==> config.mk <==
export PLATFORM = sky130hd
export DESIGN_NAME = irq_gen_top
export DESIGN_NICKNAME = d
export VERILOG_FILES = /design/src/hdl/irq_gen_pkg.sv /design/src/hdl/irq_word_if.sv /design/src/hdl/irq_gen_top.sv /design/src/hdl/irq_line_driver.sv /design/src/hdl/irq_word_fifo.sv /design/src/hdl/irq_word_source.sv
export VERILOG_INCLUDE_DIRS = /design/src /design/src/hdl
export SDC_FILE = /design/constraint.sdc
export NUM_CORES = 1
export LEC_CHECK = 0
export BUFFER_PORTS_ARGS = -buffer_cell sky130_fd_sc_hd__buf_2
export CORE_MARGIN = 2
export CORE_UTILIZATION = 25
export DETAILED_ROUTE_END_ITERATION = 10
export PLACE_DENSITY = 0.42
export SYNTH_ARGS = -nofsm -noshare
export SYNTH_HDL_FRONTEND = slang
export SYNTH_HIERARCHICAL = 1
export SYNTH_SLANG_ARGS = --single-unit
==> constraint.sdc <==
create_clock -name clk_i -period 3.67 [get_ports clk_i]
set_input_delay 1.101 -clock clk_i [delete_from_list [all_inputs] [get_ports clk_i]]
set_output_delay 1.101 -clock clk_i [all_outputs]
set_load 0.01 [all_outputs]
==> src/hdl/irq_gen_params.svh <==
`ifndef IRQ_GEN_PARAMS_SVH
`define IRQ_GEN_PARAMS_SVH

////////////////////
// Word buffer
////////////////////

// Number of interrupt words held between producer and consumer
`define IRQ_FIFO_DEPTH 4

////////////////////
// Random source
////////////////////

// LFSR state after reset, never zero
`define IRQ_LFSR_SEED 32'h1
// Galois tap mask, applied when the bit shifted out is set
`define IRQ_LFSR_TAPS 32'h80200003

// Bit positions of the physical lines inside a 32-bit word
`define IRQ_SW_BIT    3
`define IRQ_TIMER_BIT 7
`define IRQ_EXT_BIT   11
`define IRQ_FAST_LSB  16

`endif

==> src/hdl/irq_gen_pkg.sv <==
package irq_gen_pkg;

  ////////////////////
  // Interrupt words
  ////////////////////

  // Raw 32-bit interrupt word as built by the producer
  typedef logic [31:0] irq_word_t;

  // Source of interrupt words
  typedef enum logic [1:0] {
    // All pending requests cleared
    STANDARD         = 2'd0,
    // LFSR word after an LFSR delay
    RANDOM           = 2'd1,
    // Word raised on a program counter match
    PC_TRIG          = 2'd2,
    // Strobed word taken as is
    SOFTWARE_DEFINED = 2'd3
  } irq_mode_e;

  ////////////////////
  // Line driver
  ////////////////////

  // Consumer FSM states
  typedef enum logic [1:0] {
    // Waiting for a word in the FIFO
    IDLE,
    // Lines held until the core acknowledges
    ASSERT,
    // Lines cleared, id write enable high
    ACK
  } drv_state_e;

  // Physical interrupt lines, software line in the MSB
  typedef struct packed {
    logic        irq_software;
    logic        irq_timer;
    logic        irq_external;
    logic [15:0] irq_fast;
  } irq_lines_t;

endpackage

==> src/hdl/irq_word_if.sv <==
`timescale 1ns/1ps

interface irq_word_if import irq_gen_pkg::*; ();

  // Write side, producer to FIFO
  logic      push;
  irq_word_t push_word;
  // Discard every pending word
  logic      flush;

  // Read side, FIFO to consumer
  logic      empty;
  irq_word_t pop_word;
  logic      pop;

  modport producer (
    output push, push_word, flush
  );

  modport buffer (
    input  push, push_word, flush, pop,
    output empty, pop_word
  );

  // Consumer also sees flush to drop the word it holds
  modport consumer (
    input  empty, pop_word, flush,
    output pop
  );

endinterface

==> src/hdl/irq_gen_top.sv <==
`timescale 1ns/1ps

module irq_gen_top import irq_gen_pkg::*; (
  input  logic        clk_i,
  input  logic        rst_ni,
  // Source select
  input  logic [1:0]  irq_mode_i,
  // Random mode bounds
  input  logic [15:0] irq_min_cycles_i,
  input  logic [15:0] irq_max_cycles_i,
  input  logic [4:0]  irq_min_id_i,
  input  logic [4:0]  irq_max_id_i,
  // PC trigger
  input  logic [31:0] irq_pc_i,
  input  logic [31:0] irq_pc_trig_i,
  // Software word, also the PC-triggered payload
  input  logic [31:0] sw_lines_i,
  input  logic        sw_valid_i,
  // Core side
  input  logic        irq_ack_i,
  output irq_lines_t  irq_lines_o,
  output logic [4:0]  irq_act_id_o,
  output logic        irq_id_we_o,
  output logic        irq_overflow_o
);

  // Producer to FIFO to consumer
  irq_word_if word_if ();

  irq_word_source u_source (
    .clk_i        (clk_i),
    .rst_ni       (rst_ni),
    .irq_mode_i   (irq_mode_e'(irq_mode_i)),
    .min_cycles_i (irq_min_cycles_i),
    .max_cycles_i (irq_max_cycles_i),
    .min_id_i     (irq_min_id_i),
    .max_id_i     (irq_max_id_i),
    .pc_i         (irq_pc_i),
    .pc_trig_i    (irq_pc_trig_i),
    .sw_lines_i   (sw_lines_i),
    .sw_valid_i   (sw_valid_i),
    .word_o       (word_if.producer)
  );

  irq_word_fifo u_fifo (
    .clk_i      (clk_i),
    .rst_ni     (rst_ni),
    .buf_io     (word_if.buffer),
    .overflow_o (irq_overflow_o)
  );

  irq_line_driver u_driver (
    .clk_i        (clk_i),
    .rst_ni       (rst_ni),
    .word_i       (word_if.consumer),
    .irq_ack_i    (irq_ack_i),
    .irq_lines_o  (irq_lines_o),
    .irq_act_id_o (irq_act_id_o),
    .irq_id_we_o  (irq_id_we_o)
  );

endmodule

==> src/hdl/irq_line_driver.sv <==
`timescale 1ns/1ps
`include "irq_gen_params.svh"

module irq_line_driver import irq_gen_pkg::*; (
  input  logic          clk_i,
  input  logic          rst_ni,
  irq_word_if.consumer  word_i,
  input  logic          irq_ack_i,
  output irq_lines_t    irq_lines_o,
  output logic [4:0]    irq_act_id_o,
  output logic          irq_id_we_o
);

  drv_state_e state_q;
  irq_lines_t lines_q;
  irq_lines_t lines_map;
  logic [4:0] id_q;
  logic [4:0] id_cur;
  logic       we_q;

  // Highest-numbered set line wins, fast lines on top
  function automatic logic [4:0] line_id(irq_lines_t l);
    logic [4:0] id;
    id = '0;
    if (l.irq_software) id = 5'(`IRQ_SW_BIT);
    if (l.irq_timer)    id = 5'(`IRQ_TIMER_BIT);
    if (l.irq_external) id = 5'(`IRQ_EXT_BIT);
    for (int k = 0; k < 16; k++) begin
      if (l.irq_fast[k]) id = 5'(`IRQ_FAST_LSB + k);
    end
    return id;
  endfunction

  ////////////////////
  // Word to lines
  ////////////////////

  always_comb begin
    lines_map.irq_software = word_i.pop_word[`IRQ_SW_BIT];
    lines_map.irq_timer    = word_i.pop_word[`IRQ_TIMER_BIT];
    lines_map.irq_external = word_i.pop_word[`IRQ_EXT_BIT];
    lines_map.irq_fast     = word_i.pop_word[`IRQ_FAST_LSB +: 16];
  end

  assign id_cur = line_id(lines_q);

  // Take the head only from IDLE and never during a flush
  assign word_i.pop = (state_q == IDLE) && !word_i.empty && !word_i.flush;

  ////////////////////
  // Handshake FSM
  ////////////////////

  always_ff @(posedge clk_i or negedge rst_ni) begin
    if (!rst_ni) begin
      state_q <= IDLE;
      lines_q <= '0;
      id_q    <= '0;
      we_q    <= 1'b0;
    end else begin
      case (state_q)
        IDLE: begin
          if (word_i.pop) begin
            lines_q <= lines_map;
            state_q <= ASSERT;
          end
        end
        ASSERT: begin
          if (word_i.flush) begin
            // Aborted request, no id reported
            lines_q <= '0;
            state_q <= IDLE;
          end else if (irq_ack_i) begin
            lines_q <= '0;
            id_q    <= id_cur;
            we_q    <= 1'b1;
            state_q <= ACK;
          end
        end
        ACK: begin
          we_q    <= 1'b0;
          state_q <= IDLE;
        end
        default: begin
          lines_q <= '0;
          we_q    <= 1'b0;
          state_q <= IDLE;
        end
      endcase
    end
  end

  assign irq_lines_o  = lines_q;
  assign irq_act_id_o = id_q;
  assign irq_id_we_o  = we_q;

endmodule

==> src/hdl/irq_word_fifo.sv <==
`timescale 1ns/1ps
`include "irq_gen_params.svh"

module irq_word_fifo import irq_gen_pkg::*; (
  input  logic          clk_i,
  input  logic          rst_ni,
  irq_word_if.buffer    buf_io,
  output logic          overflow_o
);

  localparam int unsigned DEPTH = `IRQ_FIFO_DEPTH;
  localparam int unsigned PTR_W = (DEPTH > 1) ? $clog2(DEPTH) : 1;
  localparam int unsigned CNT_W = $clog2(DEPTH + 1);

  irq_word_t        mem_q [DEPTH];
  logic [PTR_W-1:0] wr_ptr_q;
  logic [PTR_W-1:0] rd_ptr_q;
  logic [CNT_W-1:0] count_q;
  logic             full;
  logic             do_push;
  logic             do_pop;
  logic             overflow_q;

  // Wrap at DEPTH, also for depths that are not a power of two
  function automatic logic [PTR_W-1:0] ptr_next(logic [PTR_W-1:0] p);
    return (p == PTR_W'(DEPTH - 1)) ? '0 : p + 1'b1;
  endfunction

  assign full    = (count_q == CNT_W'(DEPTH));
  // Flush wins over both sides
  assign do_push = buf_io.push && !full && !buf_io.flush;
  assign do_pop  = buf_io.pop && (count_q != '0) && !buf_io.flush;

  always_ff @(posedge clk_i or negedge rst_ni) begin
    if (!rst_ni) begin
      wr_ptr_q   <= '0;
      rd_ptr_q   <= '0;
      count_q    <= '0;
      overflow_q <= 1'b0;
    end else begin
      if (buf_io.flush) begin
        wr_ptr_q <= '0;
        rd_ptr_q <= '0;
        count_q  <= '0;
      end else begin
        if (do_push) wr_ptr_q <= ptr_next(wr_ptr_q);
        if (do_pop)  rd_ptr_q <= ptr_next(rd_ptr_q);
        case ({do_push, do_pop})
          2'b10:   count_q <= count_q + 1'b1;
          2'b01:   count_q <= count_q - 1'b1;
          default: count_q <= count_q;
        endcase
      end
      // Word lost on a full buffer, flag held until reset
      if (buf_io.push && full && !buf_io.flush) begin
        overflow_q <= 1'b1;
      end
    end
  end

  always_ff @(posedge clk_i) begin
    if (do_push) begin
      mem_q[wr_ptr_q] <= buf_io.push_word;
    end
  end

  assign buf_io.empty    = (count_q == '0);
  assign buf_io.pop_word = mem_q[rd_ptr_q];
  assign overflow_o      = overflow_q;

endmodule

==> src/hdl/irq_word_source.sv <==
`timescale 1ns/1ps
`include "irq_gen_params.svh"

module irq_word_source import irq_gen_pkg::*; (
  input  logic         clk_i,
  input  logic         rst_ni,
  input  irq_mode_e    irq_mode_i,
  input  logic [15:0]  min_cycles_i,
  input  logic [15:0]  max_cycles_i,
  input  logic [4:0]   min_id_i,
  input  logic [4:0]   max_id_i,
  input  logic [31:0]  pc_i,
  input  logic [31:0]  pc_trig_i,
  input  irq_word_t    sw_lines_i,
  input  logic         sw_valid_i,
  irq_word_if.producer word_o
);

  // Word bits that reach a physical line
  localparam irq_word_t MAP_MASK = (32'h1 << `IRQ_SW_BIT) | (32'h1 << `IRQ_TIMER_BIT) |
                                   (32'h1 << `IRQ_EXT_BIT) | (32'hFFFF << `IRQ_FAST_LSB);

  irq_mode_e   mode_q;
  logic        flush_q;
  logic        push_q;
  irq_word_t   push_word_q;
  logic        push_d;
  irq_word_t   word_d;

  // Random engine
  irq_word_t   lfsr_q;
  irq_word_t   lfsr_s1;
  irq_word_t   lfsr_s2;
  logic [15:0] delay_raw;
  logic [15:0] delay_clamped;
  irq_word_t   id_mask;
  irq_word_t   rnd_word;
  logic        rnd_hit;
  logic        rnd_draw;
  logic        rnd_fire;
  logic        rnd_wait_q;
  logic [15:0] rnd_cnt_q;
  irq_word_t   rnd_word_q;

  // PC trigger
  logic        pc_match;
  logic        pc_match_q;

  // One Galois step, shift right and fold in taps on a set LSB
  function automatic irq_word_t lfsr_step(irq_word_t s);
    irq_word_t n;
    n = s >> 1;
    if (s[0]) begin
      n = n ^ `IRQ_LFSR_TAPS;
    end
    return n;
  endfunction

  ////////////////////
  // Random candidate
  ////////////////////

  // Each candidate consumes two steps, first for the delay, second for the word
  always_comb begin
    lfsr_s1 = lfsr_step(lfsr_q);
    lfsr_s2 = lfsr_step(lfsr_s1);
  end

  assign delay_raw = lfsr_s1[31:16];

  // Clamp into [min, max], min checked first
  always_comb begin
    if (delay_raw < min_cycles_i) begin
      delay_clamped = min_cycles_i;
    end else if (delay_raw > max_cycles_i) begin
      delay_clamped = max_cycles_i;
    end else begin
      delay_clamped = delay_raw;
    end
  end

  // Keep only ids inside [min_id, max_id]
  always_comb begin
    for (int i = 0; i < 32; i++) begin
      id_mask[i] = (i >= int'(min_id_i)) && (i <= int'(max_id_i));
    end
  end

  assign rnd_word = lfsr_s2 & id_mask;
  // Candidate without any mapped line is skipped
  assign rnd_hit  = |(rnd_word & MAP_MASK);
  assign rnd_draw = (mode_q == RANDOM) && !rnd_wait_q;
  assign rnd_fire = (mode_q == RANDOM) && rnd_wait_q && (rnd_cnt_q == '0);

  always_ff @(posedge clk_i or negedge rst_ni) begin
    if (!rst_ni) begin
      lfsr_q     <= `IRQ_LFSR_SEED;
      rnd_wait_q <= 1'b0;
      rnd_cnt_q  <= '0;
    end else if (mode_q != RANDOM) begin
      // Pending delay abandoned, LFSR keeps its position
      rnd_wait_q <= 1'b0;
    end else if (rnd_draw) begin
      lfsr_q <= lfsr_s2;
      if (rnd_hit) begin
        rnd_wait_q <= 1'b1;
        rnd_cnt_q  <= delay_clamped;
      end
    end else if (rnd_fire) begin
      rnd_wait_q <= 1'b0;
    end else begin
      rnd_cnt_q <= rnd_cnt_q - 16'd1;
    end
  end

  always_ff @(posedge clk_i) begin
    if (rnd_draw && rnd_hit) begin
      rnd_word_q <= rnd_word;
    end
  end

  ////////////////////
  // Word select
  ////////////////////

  assign pc_match = (pc_i == pc_trig_i);

  always_comb begin
    push_d = 1'b0;
    word_d = sw_lines_i;
    case (mode_q)
      RANDOM: begin
        push_d = rnd_fire;
        word_d = rnd_word_q;
      end
      PC_TRIG: begin
        // Rising edge of the match only, software line forced
        push_d = pc_match && !pc_match_q;
        word_d = sw_lines_i | (32'h1 << `IRQ_SW_BIT);
      end
      SOFTWARE_DEFINED: begin
        push_d = sw_valid_i && |(sw_lines_i & MAP_MASK);
      end
      default: begin
        push_d = 1'b0;
      end
    endcase
  end

  always_ff @(posedge clk_i or negedge rst_ni) begin
    if (!rst_ni) begin
      mode_q     <= STANDARD;
      flush_q    <= 1'b0;
      push_q     <= 1'b0;
      pc_match_q <= 1'b0;
    end else begin
      mode_q     <= irq_mode_i;
      // High in the first cycle mode_q reads STANDARD
      flush_q    <= (irq_mode_i == STANDARD) && (mode_q != STANDARD);
      push_q     <= push_d;
      pc_match_q <= pc_match;
    end
  end

  always_ff @(posedge clk_i) begin
    push_word_q <= word_d;
  end

  assign word_o.push      = push_q;
  assign word_o.push_word = push_word_q;
  assign word_o.flush     = flush_q;

endmodule

# Word-level counts from Yosys, hierarchy flattened
# Memory sizes are Yosys's and may differ from the RTL's.
# Index checks and enable logic that the tools add are counted.
[classes] addsub=5 order_cmp=64 eq_ne=19 n_mux=53 bitwise_logic=7 reduce_logical=69
[ops] op="5-bit less-or-equal comparator, first input constant" count=16
[ops] op="16-bit two-way mux" count=5
[ops] op="5-bit two-way mux" count=16
[ops] op="5-bit >= comparator, first input constant" count=15
[ops] op="32-bit two-way mux" count=2
[ops] op="32-bit case mux with 2 select lines" count=1
[ops] op="19-bit two-way mux" count=3
[ops] op="19-bit case mux with 3 select lines" count=1
[ops] op="1-bit logical AND" count=45
[ops] op="4-bit by 5-bit >= comparator with 1-bit output, first input constant" count=8
[ops] op="4-bit by 5-bit less-or-equal comparator with 1-bit output, first input constant" count=8
[ops] op="19-bit OR reduction" count=2
[ops] op="32-bit bitwise AND" count=1
[ops] op="32-bit equality test" count=1
[ops] op="3-bit by 5-bit >= comparator with 1-bit output, first input constant" count=4
[ops] op="3-bit by 5-bit less-or-equal comparator with 1-bit output, first input constant" count=4
[ops] op="2-bit two-way mux" count=10
[ops] op="16-bit > comparator" count=1
[ops] op="16-bit logical NOT" count=1
[ops] op="16-bit < comparator" count=1
[ops] op="16-bit by 1-bit subtractor with 16-bit output, second input constant" count=1
[ops] op="2-bit equality test, second input constant" count=6
[ops] op="3-bit AND reduction" count=4
[ops] op="1-bit by 5-bit >= comparator with 1-bit output, first input constant" count=2
[ops] op="27 further kinds" count=59
[totals] reg_bits=153 ramBits=128 in_bits=144 out_inout_bits=26 wordCells=238 memories=1
[mem_list] memory="u_fifo.mem_q" words=4 word_bits=32 read_ports=1 rd_clocked_by_memory_dff=0 wr=1 line_no="irq_word_fifo.sv:15" source="irq_word_t mem_q [DEPTH];"

# Logic depth before layout (Yosys ltp)
[depth] word_depth=19 depth_mapped=12 ltp_nobuf=10

# Modules after synthesis
# Netlist, hierarchy kept.
[modules_own_cells] module="irq_word_source" n_inst=1 cells_per_inst=720 area_each_um2=6780.3
[modules_own_cells] module="irq_word_fifo" n_inst=1 cells_per_inst=240 area_each_um2=5298.8
[modules_own_cells] module="irq_line_driver" n_inst=1 cells_per_inst=100 area_each_um2=1206.2

# Least setup slack after synthesis
# Ideal clock, no wire load.
[synth_path] path_kind="input to register" from="input port irq_max_cycles_i[13]" to="register u_source.rnd_cnt_q[0]" arrival_time_ps=3198 t_required_ps=3544 path_slack_ps=347 path_stages=10 n_path_buf=1 cell_sequence="inv_1 ha_1 a211oi_1 o22ai_1 a2111oi_0 nor3_2 buf_2 mux2i_1 a21oi_1 a221o_1"
[synth_via] elab_chain_cells=5
[synth_rtl] element="start, declared" line_no="irq_gen_top.sv:10" source="input logic [15:0] irq_max_cycles_i,"
[synth_rtl] element="16-bit > comparator" line_no="irq_word_source.sv:75" source="end else if (delay_raw > max_cycles_i) begin"
[synth_rtl] element="16-bit two-way mux" line_no="irq_word_source.sv:75"
[synth_rtl] element="16-bit two-way mux" line_no="irq_word_source.sv:73" source="if (delay_raw < min_cycles_i) begin"
[synth_rtl] element="16-bit two-way mux" line_no="irq_word_source.sv:105" source="if (rnd_hit) begin"
[synth_rtl] element="16-bit two-way mux" line_no="irq_word_source.sv:103" source="end else if (rnd_draw) begin"
[synth_rtl] element="end signal, assigned" line_no="irq_word_source.sv:107" source="rnd_cnt_q <= delay_clamped;"
[synth_rtl] element="end signal, assigned" line_no="irq_word_source.sv:112" source="rnd_cnt_q <= rnd_cnt_q - 16'd1;"
[synth_rtl] element="end, declared" line_no="irq_word_source.sv:42" source="logic [15:0] rnd_cnt_q;"
# Every way passes these cells. The select of a mux whose other input is x is not followed.
# A chain may end at the register's enable or synchronous reset.

# Worst setup path in the final report
[layout_path] from="input port irq_max_cycles_i[13]" to="register u_source.rnd_cnt_q[11]"
# Same word-level chain as after synthesis.

==> metrics.yaml <==
floorplanning:
  io_pins: 170
  die_x_um: 208.8
  rows: 75
  core_um2: 41670
  dieArea_um2: 43580
  die_h_um: 208.8
  initial_core_util_pct: 25.16
sta:
  min_period_ns: 3.123
  slew_headroom_pct: 38.48
  skew_ns: 0.01512
  max_clock_freq_ghz: 0.3202
  setup_tns_ns: 0
  worst_pin_slew_ns: 0.9228
  setup_slack_ns: 0.5470
  final-max-slew-violation-count: 0
  finalHoldViolCount: 0
  rsz0062_at_grt: "no"
  timing.final.crit_share_pct: 85.09
  finalSetupViolCount: 0
hold_path:
  hold_path.class: "flip-flop to flip-flop"
  worstHoldPathCells: 1
clocking:
  holdBufCountCts: 0
  numCtsBuffers: 23
  cts.path.max_buffers: 3
  post_cts.repair.setup_buffers: 0
  cts_sinks: 203
  cts_root_buf: "clkbuf_16"
  tritoncts: "built"
  post_cts_resized: 0
  clock_latency_ns: 0.52
  clkTransAtPathRegs_ns: 0.06
  htreeDepth: 1
route:
  route.detailed.wl_per_inst_um: 17.43
  viasPerCell: 4.629
  initialDrtViolationCount: 450
  first_pass_iters: 4
  post-route-drc-count: 0
  drt-total-wl_um: 28640
  vias: 7605
  ant_nets: 0
worst_setup_path:
  crit_path_start_kind: "input pin"
  worst-setup-path-type: "input pin to flip-flop"
  cp.arrival_ns: 3.50
  required_ns: 4.05
  critPathCaptureType: "flip-flop"
  cp_max_fo: 9
  r2r_cells: 12
power_and_ir_drop:
  ir_worst_vdd_mv: 0.3141
  powerDensity_nw_per_um2: 451.7
  p_total_w: 0.005730
  leakage_nw: 5.430
placed_design:
  hpwl_um: 21580
  place_ws_ns: 0.01922
  place_congestion: 0.8342
  numPortBuffers: 156
outcome:
  outcome: "complete, no violations"
global_routing:
  grt_remaining_overflow: 0
  grt_pass1_wl_um: 44950
  grt_max_degree: 43
  grt_pass1_vias: 7672
  grt_antenna_before_repair: 4
  grtUsageTotal_pct: 13.03
final_layout:
  final_common_cell: "buf_2"
  final_cell_mix: "buf_2 (155), nand2_1 (114), edfxtp_1 (95)"
  drive_gt1_share_pct: 26.77
  syn2layout_area_growth_pct: 21.01
  finalNetCount: 1271
logic_synthesis:
  syn_area_um2: 10480
  netlist_instances: 923
  avgSynthCellArea_um2: 11.36
  synth_warnings: 6
  synth_nets: 1109
job:
  drv_cap: 0
## final cells by class
cell class,count,area (µm²)
fill,4316,28980
clock buffer,25,593.1
inverter,55,206.4
clock inverter,17,148.9
multi-input combinational,612,4494
timing repair buffer,190,1101
antenna,2,5.005
tap,539,674.4
sequential,203,5461
## critical path, stage by stage
cell and delay [ns]:
buf_2 0.11, inv_1 0.04, ha_1 0.30, a211oi_1 0.38, o22ai_1 0.15, a2111oi_0 0.36
buf_4 0.18, nor3_2 0.05, buf_12 0.16, mux2_2 0.27, a21oi_1 0.23, o221ai_1 0.16
## flip-flops by register name (all words and copies together), names as in the netlist, 2 cells and up
name / count
u_driver/irq_act_id_o: 5
u_driver/irq_lines_o: 19
u_driver/state_q: 2
u_fifo/count_q: 3
u_fifo/mem_q: 76
u_fifo/rd_ptr_q: 2
u_fifo/wr_ptr_q: 2
u_source/lfsr_q: 32
u_source/mode_q: 2
u_source/rnd_cnt_q: 16
u_source/rnd_word_q: 19
u_source/word_o.push_word: 19
## metrics by stage
step	cell area (µm²)	std cells	hold slack, ns	util [%]
after floorplan	10480	923	0.4355	-
after global placement	11940	1599	0.4530	28.65
after detailed placement	11940	1599	0.4471	28.65
after CTS	12680	1641	0.4542	30.43
after global routing	12680	1641	0.4666	30.43
final	12680	1643	0.4556	30.44
## final timing paths
| path | start | end | slack (ns) |
|---|---|---|---|
| worst min-delay path | u_source/rnd_word_q[11] | u_source/word_o.push_word[11] | 0.46 |
| max in group asynchronous | rst_ni | u_source/lfsr_q[0] | 2.44 |
| worst max register to register | u_source/lfsr_q[0] | u_source/rnd_cnt_q[11] | 0.67 |
| min in group asynchronous | rst_ni | u_fifo/count_q[2] | 0.55 |
| worst max-delay path | irq_max_cycles_i[13] | u_source/rnd_cnt_q[11] | 0.55 |
| worst min register to register | u_source/rnd_word_q[11] | u_source/word_o.push_word[11] | 0.46 |
## layer usage
metal  vias to the layer above  wire, µm  GRT usage, %
li1                       3720         -             -
met1                      3671     13350         17.65
met2                       162     13350         21.62
met3                        46      1127         2.194
met4                         6       775         3.350
met5                         -        28             0
## where the power goes
| group | switching, W | internal, W | leakage, nW |
|---|---|---|---|
| sequential | 0.000166 | 0.00255 | 2.19 |
| combinational | 0.000411 | 0.000374 | 2.88 |
| clock | 0.000970 | 0.00126 | 0.359 |
| total | 0.00155 | 0.00418 | 5.43 |
Power figures use the tool's default switching activity.
